`src/design/memStage_defs.svh`:
```
`ifndef MEMSTAGE_DEFS_SVH
`define MEMSTAGE_DEFS_SVH

////////////////////////////////////////
// Load and store opcodes
////////////////////////////////////////

`define OPCODE_LB  6'h20
`define OPCODE_LH  6'h21
`define OPCODE_LW  6'h23
`define OPCODE_LBU 6'h24
`define OPCODE_LHU 6'h25
`define OPCODE_SB  6'h28
`define OPCODE_SH  6'h29
`define OPCODE_SW  6'h2b

// Address error codes for loads and stores
`define EXC_ADEL 5'd4
`define EXC_ADES 5'd5

////////////////////////////////////////
// Address map
////////////////////////////////////////

`define DM_MIN   32'h0000_0000
`define DM_MAX   32'h0000_2fff

`define DEV0_MIN 32'h0000_7f00
`define DEV0_MAX 32'h0000_7f0b
`define DEV1_MIN 32'h0000_7f10
`define DEV1_MAX 32'h0000_7f1b

// Device registers that are read-only
`define NOWRITE0 32'h0000_7f08
`define NOWRITE1 32'h0000_7f18

// Data memory depth in words
`define DM_WORDS 3072

// Window test by offset, so a zero lower bound needs no special case
`define IN_RANGE(a, lo, hi) ((((a) - (lo))) <= (((hi) - (lo))))

`endif

```
`src/design/memStagePkg.sv`:
```
package memStagePkg;

	// Width of a memory access
	typedef enum logic [1:0]
	{
		sizeNone = 2'd0,
		sizeByte = 2'd1,
		sizeHalf = 2'd2,
		sizeWord = 2'd3
	} accessSize_t;

	// Decoded view of a load or store
	typedef struct packed
	{
		logic        isLoad;
		logic        isStore;
		accessSize_t size;
		logic        signExtend;
	} accessInfo_t;

	////////////////////////////////////////
	// Stage payloads
	////////////////////////////////////////

	// Request from execute
	typedef struct packed
	{
		logic        valid;
		logic [31:0] pc;
		logic [31:0] instr;
		logic [31:0] addr;
		logic [31:0] storeData;
		logic        excGet;
		logic [4:0]  excCode;
	} memReq_t;

	// Outcome toward write-back
	typedef struct packed
	{
		logic        valid;
		logic [31:0] pc;
		logic        excGet;
		logic [4:0]  excCode;
		logic        isLoad;
		logic [31:0] loadData;
	} memResult_t;

endpackage

```
`src/design/memExcChecker.sv`:
```
`timescale 1ns/1ps
`include "memStage_defs.svh"

module memExcChecker (
	input  memStagePkg::accessInfo_t access,
	input  logic [31:0]              addr,
	input  logic                     preExcGet,
	input  logic [4:0]               preExcCode,
	output logic                     excGet,
	output logic [4:0]               excCode
);

	import memStagePkg::*;

	logic memOp;
	logic halfMisaligned;
	logic wordMisaligned;
	logic inDm;
	logic inDev;
	logic noWriteAddr;
	logic badDevSize;
	logic newExc;

	////////////////////////////////////////
	// Individual rules
	////////////////////////////////////////

	assign memOp = access.isLoad | access.isStore;

	// Alignment from the low address bits
	assign halfMisaligned = (access.size == sizeHalf) && addr[0];
	assign wordMisaligned = (access.size == sizeWord) && (addr[1:0] != 2'b00);

	assign inDm  = `IN_RANGE(addr, `DM_MIN, `DM_MAX);
	assign inDev = `IN_RANGE(addr, `DEV0_MIN, `DEV0_MAX)
		|| `IN_RANGE(addr, `DEV1_MIN, `DEV1_MAX);

	assign noWriteAddr = (addr == `NOWRITE0) || (addr == `NOWRITE1);

	// Devices take whole words only
	assign badDevSize = inDev && (access.size != sizeWord);

	assign newExc = memOp && (halfMisaligned
		|| wordMisaligned
		|| !(inDm || inDev)
		|| (access.isStore && noWriteAddr)
		|| badDevSize);

	////////////////////////////////////////
	// Merge with earlier stages
	////////////////////////////////////////

	assign excGet = preExcGet | newExc;

	always_comb
	begin
		if (preExcGet)
		begin
			excCode = preExcCode;
		end
		else if (newExc)
		begin
			// Direction picks the code
			excCode = access.isStore ? `EXC_ADES : `EXC_ADEL;
		end
		else
		begin
			excCode = 5'd0;
		end
	end

endmodule

```
`config.mk`:
```
export PLATFORM = sky130hd
export DESIGN_NAME = memExcChecker
export DESIGN_NICKNAME = d
export VERILOG_FILES = /design/src/design/memStagePkg.sv /design/src/design/memExcChecker.sv
export VERILOG_INCLUDE_DIRS = /design/src /design/src/design
export SDC_FILE = /design/constraint.sdc
export NUM_CORES = 1
export LEC_CHECK = 0
export CAP_MARGIN = 20
export CELL_PAD_IN_SITES_DETAIL_PLACEMENT = 1
export CELL_PAD_IN_SITES_GLOBAL_PLACEMENT = 2
export CORE_MARGIN = 2
export CORE_UTILIZATION = 32
export DETAILED_ROUTE_END_ITERATION = 10
export DONT_BUFFER_PORTS = 1
export GPL_TIMING_DRIVEN = 0
export MAX_ROUTING_LAYER = met4
export PLACE_DENSITY = 0.88
export RECOVER_POWER = 50
export SLEW_MARGIN = 40
export SYNTH_ARGS = -nofsm -noshare
export SYNTH_HDL_FRONTEND = slang
export SYNTH_SLANG_ARGS = --single-unit
```
`constraint.sdc`:
```
create_clock -name vclk -period 2.8
set_input_delay 0.42 -clock vclk [all_inputs]
set_output_delay 0.42 -clock vclk [all_outputs]
set_load 0.02 [all_outputs]
```
# Yosys cells after proc, flatten, opt, wreduce, memory -nomap -nowiden
# Cells that the tools add are included.
[word_totals] reg_bits=0 in_bits=43 output_inout_bits=6 wordCells=29
[classes] addsub=2 magnitude_cmp=3 n_eq_ne=5 muxes=3 n_bitwise=2 n_reduce_logical=14
[op_table] cell="$eq A32 B15 Y1 const B" n=2
[op_table] cell="$le A32 B4 Y1 const B" n=2
[op_table] cell="$sub A32 B15 Y32 const B" n=2
[op_table] cell="$le A32 B14 Y1 const B" n=1
[op_table] cell="$logic_or A1 B1 Y1" n=7
[op_table] cell="$logic_and A1 B1 Y1" n=5
[op_table] cell="$mux W5" n=1
[op_table] cell="$eq A2 B2 Y1 const B" n=2
[op_table] cell="$mux W3" n=1
[op_table] cell="$ne A2 B2 Y1 const B" n=1
[op_table] cell="$or A1 B1 Y1" n=2
[op_table] cell="$reduce_bool A2 Y1" n=1
[op_table] cell="$logic_not A1 Y1" n=1
[op_table] cell="$mux W1" n=1

# Longest topological paths before layout
[depth] word_depth=11 mapped_depth=8 ltp_nobuf=7

# Worst setup path before layout
# OpenSTA, ideal clock, no wires.
[synth_timing] kind="input to output" startpoint="in addr[20]" endpoint="out excCode[2]" t_arrival_ns=2.443 required_time_ns=2.380 slack_ns=-0.063 path_stages=7 path_buffers=0 cell_sequence="nor4_2 -> and2_1 -> nand4_1 -> o41a_1 -> o21ai_2 -> o31ai_4 -> a2111oi_1"
[synth_via] elab_chain_len=11 elab_cells_between_ends=19 classes_between="add/sub (2); order compare (3); eq/ne (2); mux (2); reduce/logical (10)"
[synth_rtl] item="start: declaration" line="memExcChecker.sv:6" source="input logic [31:0] addr,"
[synth_rtl] item="$sub A32 B15 Y32 (no source line)"
[synth_rtl] item="$le A32 B4 Y1 (no source line)"
[synth_rtl] item="$logic_or A1 B1 Y1 (no source line)"
[synth_rtl] item="$logic_or A1 B1 Y1" line="memExcChecker.sv:45" source="|| !(inDm || inDev)"
[synth_rtl] item="$logic_not A1 Y1" line="memExcChecker.sv:45"
[synth_rtl] item="$logic_or A1 B1 Y1" line="memExcChecker.sv:45"
[synth_rtl] item="$logic_or A1 B1 Y1" line="memExcChecker.sv:46" source="|| (access.isStore && noWriteAddr)"
[synth_rtl] item="$logic_or A1 B1 Y1 (*)" line="memExcChecker.sv:47" source="|| badDevSize);"
[synth_rtl] item="$logic_and A1 B1 Y1 (*)" line="memExcChecker.sv:43" source="assign newExc = memOp && (halfMisaligned"
[synth_rtl] item="$mux W3 (*)" line="memExcChecker.sv:61" source="else if (newExc)"
[synth_rtl] item="$mux W5 (*)" line="memExcChecker.sv:57" source="if (preExcGet)"
[synth_rtl] item="end: declaration" line="memExcChecker.sv:10" source="output logic [4:0] excCode"
# Mark *: on every way between the ends. The rest lies on a longest branch, timed or not.

# Final worst setup path
[layout_timing] startpoint="in addr[7]" endpoint="out excCode[0]"
# The elaborated chain is that of the path after synthesis.

==> impl_metrics.csv <==
group,metric,value,unit
pwr,internal-power,0.0256,mW
pwr,pwr_density_cell,79.7,nW/um^2
global_route,grt_usage,17.9,%
logic_synthesis,syn_inst,90,
timing,drv_slew,0,
pwr,p_leak,0.197,nW
setup_path,crit_path_top_delay_cell,"or4_4",
pwr,finalPower,0.0562,mW
logic_synthesis,ys_warn_count,0,
layout,insertedDiodeCount,0,
logic_synthesis,synth-seq-area-share,0,%
logic_synthesis,synth_area_leaders,"nor3_1 7.3%, nand2_1 6.1%, nor2_1 4.9%",
worst_hold_path,hold_class,"in2out",
pwr,p_clk_share,0,%
route,dr.pass1.iters,3,
logic_synthesis,synthDominantCellAreaShare,7.32,%
global_route,antenna_found_initial,0,
route,wire_per_inst,18.2,um
pwr,p_sw,0.0306,mW
global_route,grt_max_degree,10,
setup_path,crit_path_max_fanout,4,
timing,setup_violations,0,
floorplan,start_util,34.9,%
layout,final.fill_count,236,
pwr,p_sw_share,54.5,%
setup_path,cp-start-kind,"input pin",
timing,worst_slew_pin_slew,0.478,ns
placement,io_buffers,0,
floorplan,die_area,2290,sq um
layout,area_delta_synth_final,14.6,%
global_route,grt_pass1_vias,707,
floorplan,pin_count,49,
run_status,status,"completed",
global_route,grt_pass1_wl,2950,um
setup_path,arrival,2.35,ns
logic_synthesis,avgSynthCellArea,6.84,sq um
timing,holdWs,0.915,ns
route,totalWireLength,2090,um
pwr,comb_power_share,100.0,%
global_route,grt_overflow,0,
layout,n_sequential_cell,0,
logic_synthesis,syn_nets,133,
setup_path,end_kind,"primary output",
pwr,vdd_ir_drop_max,0.0000268,V
logic_synthesis,synth_area_leader_cell,"nor3_1",
route,vias,766,
setup_path,path_cells,"or4_4 -> and3_4 -> o32ai_2 -> nand4_1 -> a2111o_1 -> o31ai_4 -> nor3_2",
timing,final.setup.tns,0,ns
placement,dp.final_hpwl,1770,um
setup_path,crit_required,2.38,ns
timing,finalCriticalPeriod,2.77,ns
floorplan,core,1760,sq um
route,viasPerCell,6.66,
clock_tree,holdBufCountCts,0,
timing,worst_slack,0.0272,ns
timing,finalCritPeriodShare,99.0,%
route,drtAntennaViolNets,0,
setup_path,slowest_delay,0.55,ns
layout,utilization,40.0,%
floorplan,num_rows,15,
flow_run,maxCapViolations,0,
placement,globalplace.congestion,0.803,
logic_synthesis,syn_area,616,sq um
timing,hold_viol,0,
floorplan,fp.dieH,47.9,um
placement,pre_cts_slack,-0.0214,ns
route,drt_iter0_markers,10,
layout,seq_area,0,sq um
layout,layout-drive-gt1-share,18.9,%
floorplan,die_x,47.9,um
layout,n_clock_buffer,0,
timing,fmax,361,MHz
setup_path,path_class,"in2out",
timing,slew_headroom,67.9,%
layout,final_nets,135,
logic_synthesis,ys_types,41,
pwr,power_frac_seq,0,%
route,drc,0,
## cell type report
| cell class | instances | area (sq um) | share of cell area, % |
|---|---|---|---|
| Buffer | 1 | 5.00 | 0.709 |
| Inverter | 1 | 3.75 | 0.532 |
| Tap cell | 25 | 31.3 | 4.43 |
| Multi-Input combinational cell | 88 | 666 | 94.3 |
## routing by layer
| layer | global-route usage, % | vias to the layer above | wire length, um |
|---|---|---|---|
| met4 | 0 | 0 | 0 |
| met1 | 23.3 | 368 | 892 |
| met2 | 32.3 | 30 | 1060 |
| li1 | - | 368 | - |
| met3 | 0.755 | 0 | 138 |
| met5 | - | - | 0 |
## worst paths after layout
check,startpoint,end,slack [ns],cells after the start
worst max-delay path,addr[7],excCode[0],0.03,7
worst min-delay path,preExcGet,excCode[2],0.91,1
## power groups by stage
stage                     clock network (mW)  registers [mW]  logic, mW
after floorplan                            0               0     0.0446
after global placement                     0               0     0.0502
after detailed placement                   0               0     0.0518
after CTS                                  0               0     0.0521
after global routing                       0               0     0.0621
final                                      0               0     0.0562
## cells by family (layout without fill, tap and decap cells)
logic type	after synthesis	after routing	share of synthesized area (%)
and+or+nand+nor	59	59	57.9
AOI/OAI and AO/OA	23	23	31.7
xor gates and xnor gates	4	4	5.69
muxes	2	2	3.25
buffers and inverters	2	2	1.42
## metrics by stage
step | area [sq um] | cells
after floorplan | 621 | 90
after global placement | 652 | 115
after detailed placement | 652 | 115
after CTS | 652 | 115
after global routing | 706 | 115
final | 706 | 115
## worst max-delay path: cells and delay by family
family,cells,cell delay (ns)
simple gates,4,1.03
compound gates,3,0.90
## cell usage in the layout (no fill, tap or decap), types with 2 or more instances in the layout
master	count
a21oi_1	5
and2_1	2
o21ai_0	2
and3_1	2
mux2i_1	2
nor4_1	2
nand4b_1	3
nor3_1	6
nor3_2	4
nand4_1	4
nor2_1	8
nand2_1	10
xnor2_1	3
and4b_1	2
and2_0	2
nand3_1	4
## synthesized netlist by cell type, types with 2 or more instances
library cell  count
and4b_1           2
nand4b_1          3
a21oi_1           5
and2_1            4
or3_1             2
nand4_1           4
nor3_2            2
o21ai_0           2
nand3_1           4
and3_1            2
nor4_1            2
mux2i_1           2
nand2_1          10
nor4_2            2
xnor2_1           3
nor2_1            8
nor3_1            9
## timing repair
action                                 4_1_cts  5_1_grt
resized for setup                            0        9
endpoints found under the hold margin        0        0
pin swaps                                    0        2
buffers inserted                             0        0
setup endpoints to repair                    2        3
Note: power is estimated with default switching activity, not from simulation.
