--- src/design/memStage_defs.svh ---
`ifndef MEMSTAGE_DEFS_SVH
`define MEMSTAGE_DEFS_SVH

////////////////////////////////////////
// Load and store opcodes
////////////////////////////////////////

`define OPCODE_LB  6'h20
`define OPCODE_LH  6'h21
`define OPCODE_LW  6'h23
`define OPCODE_LBU 6'h24
`define OPCODE_LHU 6'h25
`define OPCODE_SB  6'h28
`define OPCODE_SH  6'h29
`define OPCODE_SW  6'h2b

// Address error codes for loads and stores
`define EXC_ADEL 5'd4
`define EXC_ADES 5'd5

////////////////////////////////////////
// Address map
////////////////////////////////////////

`define DM_MIN   32'h0000_0000
`define DM_MAX   32'h0000_2fff

`define DEV0_MIN 32'h0000_7f00
`define DEV0_MAX 32'h0000_7f0b
`define DEV1_MIN 32'h0000_7f10
`define DEV1_MAX 32'h0000_7f1b

// Device registers that are read-only
`define NOWRITE0 32'h0000_7f08
`define NOWRITE1 32'h0000_7f18

// Data memory depth in words
`define DM_WORDS 3072

// Window test by offset, so a zero lower bound needs no special case
`define IN_RANGE(a, lo, hi) ((((a) - (lo))) <= (((hi) - (lo))))

`endif

--- src/design/memStagePkg.sv ---
package memStagePkg;

	// Width of a memory access
	typedef enum logic [1:0]
	{
		sizeNone = 2'd0,
		sizeByte = 2'd1,
		sizeHalf = 2'd2,
		sizeWord = 2'd3
	} accessSize_t;

	// Decoded view of a load or store
	typedef struct packed
	{
		logic        isLoad;
		logic        isStore;
		accessSize_t size;
		logic        signExtend;
	} accessInfo_t;

	////////////////////////////////////////
	// Stage payloads
	////////////////////////////////////////

	// Request from execute
	typedef struct packed
	{
		logic        valid;
		logic [31:0] pc;
		logic [31:0] instr;
		logic [31:0] addr;
		logic [31:0] storeData;
		logic        excGet;
		logic [4:0]  excCode;
	} memReq_t;

	// Outcome toward write-back
	typedef struct packed
	{
		logic        valid;
		logic [31:0] pc;
		logic        excGet;
		logic [4:0]  excCode;
		logic        isLoad;
		logic [31:0] loadData;
	} memResult_t;

endpackage

--- src/design/accessDecoder.sv ---
`timescale 1ns/1ps
`include "memStage_defs.svh"

module accessDecoder (
	input  logic [5:0]               opcode,
	output memStagePkg::accessInfo_t access
);

	import memStagePkg::*;

	always_comb
	begin
		// Not a memory op unless matched below
		access = '{isLoad: 1'b0, isStore: 1'b0, size: sizeNone, signExtend: 1'b0};
		case (opcode)
			`OPCODE_LB:
			begin
				access = '{isLoad: 1'b1, isStore: 1'b0, size: sizeByte, signExtend: 1'b1};
			end
			`OPCODE_LBU:
			begin
				access = '{isLoad: 1'b1, isStore: 1'b0, size: sizeByte, signExtend: 1'b0};
			end
			`OPCODE_LH:
			begin
				access = '{isLoad: 1'b1, isStore: 1'b0, size: sizeHalf, signExtend: 1'b1};
			end
			`OPCODE_LHU:
			begin
				access = '{isLoad: 1'b1, isStore: 1'b0, size: sizeHalf, signExtend: 1'b0};
			end
			`OPCODE_LW:
			begin
				access = '{isLoad: 1'b1, isStore: 1'b0, size: sizeWord, signExtend: 1'b0};
			end
			// Stores never extend
			`OPCODE_SB:
			begin
				access = '{isLoad: 1'b0, isStore: 1'b1, size: sizeByte, signExtend: 1'b0};
			end
			`OPCODE_SH:
			begin
				access = '{isLoad: 1'b0, isStore: 1'b1, size: sizeHalf, signExtend: 1'b0};
			end
			`OPCODE_SW:
			begin
				access = '{isLoad: 1'b0, isStore: 1'b1, size: sizeWord, signExtend: 1'b0};
			end
			default:
			begin
			end
		endcase
	end

endmodule

--- config.mk ---
export PLATFORM = sky130hd
export DESIGN_NAME = accessDecoder
export DESIGN_NICKNAME = d
export VERILOG_FILES = /design/src/design/memStagePkg.sv /design/src/design/accessDecoder.sv
export VERILOG_INCLUDE_DIRS = /design/src /design/src/design
export SDC_FILE = /design/constraint.sdc
export NUM_CORES = 1
export LEC_CHECK = 0
export BUFFER_PORTS_ARGS = -buffer_cell sky130_fd_sc_hd__clkbuf_2
export CAP_MARGIN = 40
export CORE_AREA = 2 2 39 41
export DETAILED_ROUTE_END_ITERATION = 12
export DIE_AREA = 0 0 41 43
export PLACE_DENSITY = 0.3
export SYNTH_ARGS = -nofsm -noshare
export SYNTH_HDL_FRONTEND = slang
export SYNTH_SLANG_ARGS = --single-unit
export TNS_END_PERCENT = 5
--- constraint.sdc ---
create_clock -name vclk -period 1.8
set_input_delay 0.45 -clock vclk [all_inputs]
set_output_delay 0.45 -clock vclk [all_outputs]
set_load 0.01 [all_outputs]
Word level (Yosys, flattened, before mapping)
Index checks and enable logic that the tools add are counted.
{"block": "totals", "reg_bits": 0, "in_bits": 6, "output_inout_bits": 5, "word_cells": 9}
{"block": "op_classes", "eq_ne": 8, "n_mux": 1}
{"cell": "$eq 6x6->1 const B", "n": 8}
{"cell": "$pmux 5 s8", "n": 1}

Logic depth before layout (Yosys ltp)
Gate-level depths: netlist (run 1).
{"block": "logic_depth", "depth_word": 2, "ltp_mapped": 2, "depth_no_buf": 2}

Least setup slack after synthesis (run 1)
No wires, ideal clock.
{"block": "synth_path", "kind": "input port to output port", "start": "input port opcode[4]", "end": "output port access[4] (netlist bit)", "arrival_time_ps": 1004, "required_ps": 1350, "path_slack_ps": 346, "cell_stages": 2, "path_buffers": 0, "path_cell_list": "nand2b_1 > a211oi_1"}
{"element": "from (decl)", "line": "accessDecoder.sv:5", "rtl": "input logic [5:0] opcode,"}
{"element": "to (decl)", "line": "accessDecoder.sv:6", "rtl": "output memStagePkg::accessInfo_t access"}

==> impl_metrics.toml, run 1 <==
[timing]
slew_violations = 0
min_period_ns = 1.619
tns_ns = 0
timing_hold_violations_final = 0
fmax_mhz = 617.7
relSlewSlack_pct = 83.62
report.final.setup_viol = 0
finalCritPeriodShare_pct = 89.94
worst_pin_slew_ns = 0.2435
rsz0062_at_grt = "no"

[floorplan]
initial_core_util_pct = 6.329
die_w_um = 41
die_area_um2 = 1763
io_pins = 11
design.core.area_um2 = 1384
die_h_um = 43
rows = 14

[layout]
antenna-diode-count = 0
fill_cells = 163
drive_gt1_share_pct = 59.09
seqCellArea_um2 = 0
nets = 30
layout_common_cells = "clkbuf_2 (11), nand2b_1 (2)"
n_sequential_cell = 0
clkbuf_count = 0
syn2layout_area_growth_pct = 85.71
final_common_cell = "clkbuf_2"

[setup_path]
critical_path_arrival_ns = 1.17
critPathRequiredTime_ns = 1.35
cp-start-kind = "input pin"
crit_type = "input pin to output pin"
end_kind = "output pin"
crit_fanout = 4

[clocking]
postCtsHoldBufs = 0
cts-resized-gates = 0
postCtsSetupRepairBufs = 0

[pwr]
leakage_nw = 0.07058
power.density_nw_per_um2 = 162.3
p_total_mw = 0.02640
vdd_drop_max_uv = 39.95

[global_routing]
grt_usage_pct = 3.796
grt.busiest_layer = "met1"
overflow = 0
grt_max_degree = 7
use_met1_pct = 6.329
grt_util_met2_pct = 4.375
use_met3_pct = 2.094
antenna_found_initial = 0
grt_pass1_vias = 120
grt_pass1_wl_um = 489

[route]
wl_um = 310
wl_per_cell_um = 8.158
ant_nets = 0
drt-initial-drc-count = 0
drcViolationCount = 0
viasPerCell = 3.342
via_count = 127
drt-pass1-iter-count = 1

[logic_synthesis]
postSynthCellCount = 11
synth_cell_type_count = 10
synthesis.nets = 17
syn_avg_cell_area_um2 = 7.962
netlist_area_um2 = 87.58
synth.yosys.seq_area_share_pct = 0
yosysWarnings = 0

[placed_design]
io_buffers = 11
globalplace.congestion = 0.6009

[min_path]
holdPathEnd = "access[4]"
hold_depth = 3
hp-start = "opcode[3]"
worst_hold_path_type = "input pin to output pin"

[run]
max-cap-violations = 0

[run_status]
outcome = "complete, no violations"
report_power, final:
group	internal, mW	switching (mW)	total (mW)
Clock	0	0	0
Combinational	0.0124	0.0140	0.0264
Sequential	0	0	0
Total	0.0124	0.0140	0.0264
worst max-delay path: stages:
cell and delay [ns]:
clkbuf_2 0.08, nand2b_1 0.20, nor4b_2 0.27, clkbuf_2 0.17
worst max path at each step:
stage | slack, ns | startpoint | cells past startpoint | end
2_1_floorplan | 0.35 | opcode[4] | 2 | access[4]
3_3_place_gp | 0.19 | opcode[4] | 4 | access[3]
3_5_place_dp | 0.16 | opcode[4] | 4 | access[3]
4_1_cts | 0.16 | opcode[4] | 4 | access[3]
5_1_grt | 0.10 | opcode[4] | 4 | access[3]
6_report | 0.18 | opcode[4] | 4 | access[3]
cells in the mapped netlist:
master    number  area (um2)
nor4b_2        1       15.01
and4b_1        1       10.01
o21ai_0        1       5.000
nor2b_1        1       6.260
nand3b_1       1       7.510
a211oi_1       1       7.510
a211o_1        1       8.760
a21oi_2        1       8.760
nor4_1         1       6.260
nand2b_1       2       12.51
cell families after synthesis:
logic type      share of synthesized area [%]
simple gates                            65.72
compound gates                          34.29
through the flow:
step           instance area, um2  cells  hold slack [ns]  utilization (%)  worst slack [ns]
2_1_floorplan               87.58     11           0.9341                -            0.3459
3_3_place_gp                162.7     38            1.185            11.75            0.1910
3_5_place_dp                162.7     38            1.198            11.75            0.1642
4_1_cts                     162.7     38            1.199            11.75            0.1642
5_1_grt                     162.7     38            1.237            11.75            0.1008
6_report                    162.7     38            1.196            11.75            0.1810
area by class of cell:
class / count / area (um2) / share of cell area (%)
Multi-Input combinational cell: 11 / 87.58 / 53.85
Tap cell: 16 / 20.02 / 12.31
Timing Repair Buffer: 11 / 55.05 / 33.85
metal layers:
metal | wire, um | part of all wire (%)
met3 | 75 | 24
met1 | 166 | 54
met5 | 0 | 0
met4 | 0 | 0
met2 | 69 | 22
Note: power is estimated with default switching activity, not from simulation.
==> run 2, diff against run 1 <==
PLACE_DENSITY = 0.34   (was 0.3)
RECOVER_POWER = 100   (was not set)
==> run 2 against run 1 <==
  * Non-clock buffer count stayed put
  * Sequential share of layout area stayed put
  * Critical path depth stayed put
  * Critical endpoint unchanged
  * Largest power group unchanged
==> impl_metrics.toml, run 2 (same netlist as run 1, synthesis figures left out) <==
[setup_path]
critical_path_arrival_ns = 1.18
cp-start-kind = "input pin"
end_kind = "output pin"
crit_fanout = 4
crit_type = "input pin to output pin"
startpoint = "opcode[4]"
cp-endpoint = "access[3]"
critPathRequiredTime_ns = 1.35

[floorplan]
die_area_um2 = 1763
die_h_um = 43
rows = 14
io_pins = 11
initial_core_util_pct = 6.329
die_w_um = 41
design.core.area_um2 = 1384

[layout]
syn2layout_area_growth_pct = 78.57
layout_common_cells = "clkbuf_2 (6), clkbuf_1 (5), nand2b_1 (2)"
clkbuf_count = 0
n_sequential_cell = 0
seqCellArea_um2 = 0
antenna-diode-count = 0
nets = 30
drive_gt1_share_pct = 36.36
final_common_cell = "clkbuf_2"
layoutNonFillerInstCount = 38

[global_routing]
antenna_found_initial = 0
grt_max_degree = 7
grt_pass1_wl_um = 476
grt_pass1_vias = 101
grt_usage_pct = 3.596
overflow = 0

[route]
ant_nets = 0
via_count = 133
viasPerCell = 3.500
drcViolationCount = 0
wl_um = 320
drt-pass1-iter-count = 4
drt-initial-drc-count = 1
wl_per_cell_um = 8.421

[timing]
worst_pin_slew_ns = 0.2591
finalCritPeriodShare_pct = 90.77
slew_violations = 0
min_period_ns = 1.634
setup_slack_ns = 0.1661
tns_ns = 0
timing_hold_violations_final = 0
rsz0062_at_grt = "no"
fmax_mhz = 612.1
report.final.setup_viol = 0
relSlewSlack_pct = 82.56

[clocking]
postCtsHoldBufs = 0
cts-resized-gates = 0
postCtsSetupRepairBufs = 0

[pwr]
leakage_nw = 0.05355
power.density_nw_per_um2 = 165.3
vdd_drop_max_uv = 40.68
p_total_mw = 0.02585

[placed_design]
globalplace.congestion = 0.6315
io_buffers = 11
place_inst = 38
dp_slack_ns = 0.1553

[run]
max-cap-violations = 0

[min_path]
hp-start = "opcode[3]"
worst_hold_path_type = "input pin to output pin"

[run_status]
outcome = "complete, no violations"
## run 2: power breakdown
part | internal [mW] | switching (mW)
clock | 0 | 0
combinational | 0.0116 | 0.0142
sequential | 0 | 0
total | 0.0116 | 0.0142
## run 2: worst max-delay path: stages
cell and delay, ns:
clkbuf_2 0.08, nand2b_1 0.20, nor4b_2 0.27, clkbuf_1 0.17
## run 2: worst min-delay path by stage
stage	end	depth (start not counted)
2_1_floorplan	access[3]	1
3_3_place_gp	access[4]	3
3_5_place_dp	access[4]	3
4_1_cts	access[4]	3
5_1_grt	access[4]	3
6_report	access[4]	3
## run 2: per-stage QoR
step	util [%]	area (um2)	hold slack, ns
2_1_floorplan	-	87.58	0.9341
3_3_place_gp	11.75	162.7	1.205
3_5_place_dp	11.75	162.7	1.200
4_1_cts	11.75	162.7	1.200
5_1_grt	11.30	156.4	1.242
6_report	11.30	156.4	1.202
## run 2: layout make-up
class                      count  area, um2
tap                           16      20.02
fill                         166       1227
multi-input combinational     11      87.58
timing repair buffer          11      48.80
## run 2: layer usage
metal  global-route usage (%)  routed length (um)  vias to the layer above
met2                    3.125                  72                       13
met1                    8.228                 181                       52
met4                        0                   0                        0
met5                        0                   0                        -
met3                        0                  66                        0
li1                         -                   -                       68
==> run 3, diff against run 2 <==
BUFFER_PORTS_ARGS = -buffer_cell sky130_fd_sc_hd__buf_2   (was -buffer_cell sky130_fd_sc_hd__clkbuf_2)
CAP_MARGIN = not set   (was 40)
==> run 3 against run 2 <==
  * Final area is 0.80% higher
  * Non-clock buffer count is the same
  * Sequential share of layout area unchanged
  * Highest routed layer unchanged
  * Critical path type unchanged
==> impl_metrics.toml, run 3 (same netlist as run 1, synthesis figures left out) <==
[floorplan]
initial_core_util_pct = 6.329
die_area_um2 = 1763
rows = 14
design.core.area_um2 = 1384
die_w_um = 41
io_pins = 11
die_h_um = 43

[clocking]
cts-resized-gates = 0
postCtsSetupRepairBufs = 0
postCtsHoldBufs = 0

[layout]
n_sequential_cell = 0
seqCellArea_um2 = 0
utilization_pct = 11.39
fill_cells = 161
layoutNonFillerInstCount = 38
drive_gt1_share_pct = 40.91
layout_common_cells = "buf_2 (7), clkbuf_1 (4), nand2b_1 (2)"
multi_input_area_um2 = 87.58
final_common_cell = "buf_2"
antenna-diode-count = 0
clkbuf_count = 0
nets = 30
syn2layout_area_growth_pct = 80.00

[run_status]
outcome = "complete, no violations"

[run]
max-cap-violations = 0

[timing]
min_period_ns = 1.633
rsz0062_at_grt = "no"
setup_slack_ns = 0.1665
relSlewSlack_pct = 85.21
slew_violations = 0
finalCritPeriodShare_pct = 90.75
report.final.setup_viol = 0
timing_hold_violations_final = 0
worst_pin_slew_ns = 0.2198
fmax_mhz = 612.2
tns_ns = 0

[placed_design]
globalplace.congestion = 0.6347
place_inst = 38
dp_slack_ns = 0.1634
place_hpwl_um = 284.7
io_buffers = 11

[global_routing]
overflow = 0
grt_pass1_wl_um = 462
grt_usage_pct = 3.397
antenna_found_initial = 0
grt_pass1_vias = 109
grt_max_degree = 7

[route]
drt-pass1-iter-count = 2
ant_nets = 0
viasPerCell = 3.447
drcViolationCount = 0
wl_um = 332
drt-initial-drc-count = 1
wl_per_cell_um = 8.737
via_count = 131

[pwr]
leakage_nw = 0.05650
power.density_nw_per_um2 = 166.4
p_total_mw = 0.02624
vdd_drop_max_uv = 39.34

[setup_path]
critPathRequiredTime_ns = 1.35
cp-start-kind = "input pin"
critical_path_arrival_ns = 1.18
crit_type = "input pin to output pin"
crit_fanout = 6
end_kind = "output pin"

[min_path]
worst_hold_path_type = "input pin to output pin"
hold_depth = 3
run 3: changes by cell type in the layout (fill, tap and decap cells not counted):
cell | before | now
clkbuf_2 | 6 | 0
buf_2 | 0 | 7
clkbuf_1 | 5 | 4
run 3: report_power, final:
part | total [mW] | internal [mW] | switching, mW
Combinational | 0.0262 | 0.0118 | 0.0145
Clock | 0 | 0 | 0
Sequential | 0 | 0 | 0
run 3: worst paths after layout:
path / slack, ns / to / startpoint
worst max-delay path: 0.17 / access[1] / opcode[2]
worst min-delay path: 1.19 / access[4] / opcode[3]
run 3: routing by layer:
| layer | share of wire, % | vias up | wire length [um] | global-route usage (%) |
|---|---|---|---|---|
| met1 | 58 | 52 | 192 | 6.329 |
| met2 | 22 | 11 | 72 | 3.750 |
| met4 | 0 | 0 | 0 | 0 |
| li1 | - | 68 | - | - |
| met5 | 0 | - | 0 | 0 |
| met3 | 20 | 0 | 67 | 1.047 |
run 3: critical path: stages:
cell	delay, ns
buf_2	0.13
a211o_1	0.30
a21oi_2	0.13
clkbuf_1	0.17
run 3: layout make-up:
cell class | instances | share of cell area, %
Multi-Input combinational cell | 11 | 55.56
Timing Repair Buffer | 11 | 31.75
Tap cell | 16 | 12.70
run 3: through the flow:
stage,hold slack (ns),area (um2)
after floorplan,0.9341,87.58
after global placement,1.206,162.7
after detailed placement,1.198,162.7
after CTS,1.198,162.7
after global routing,1.226,157.7
final,1.187,157.7
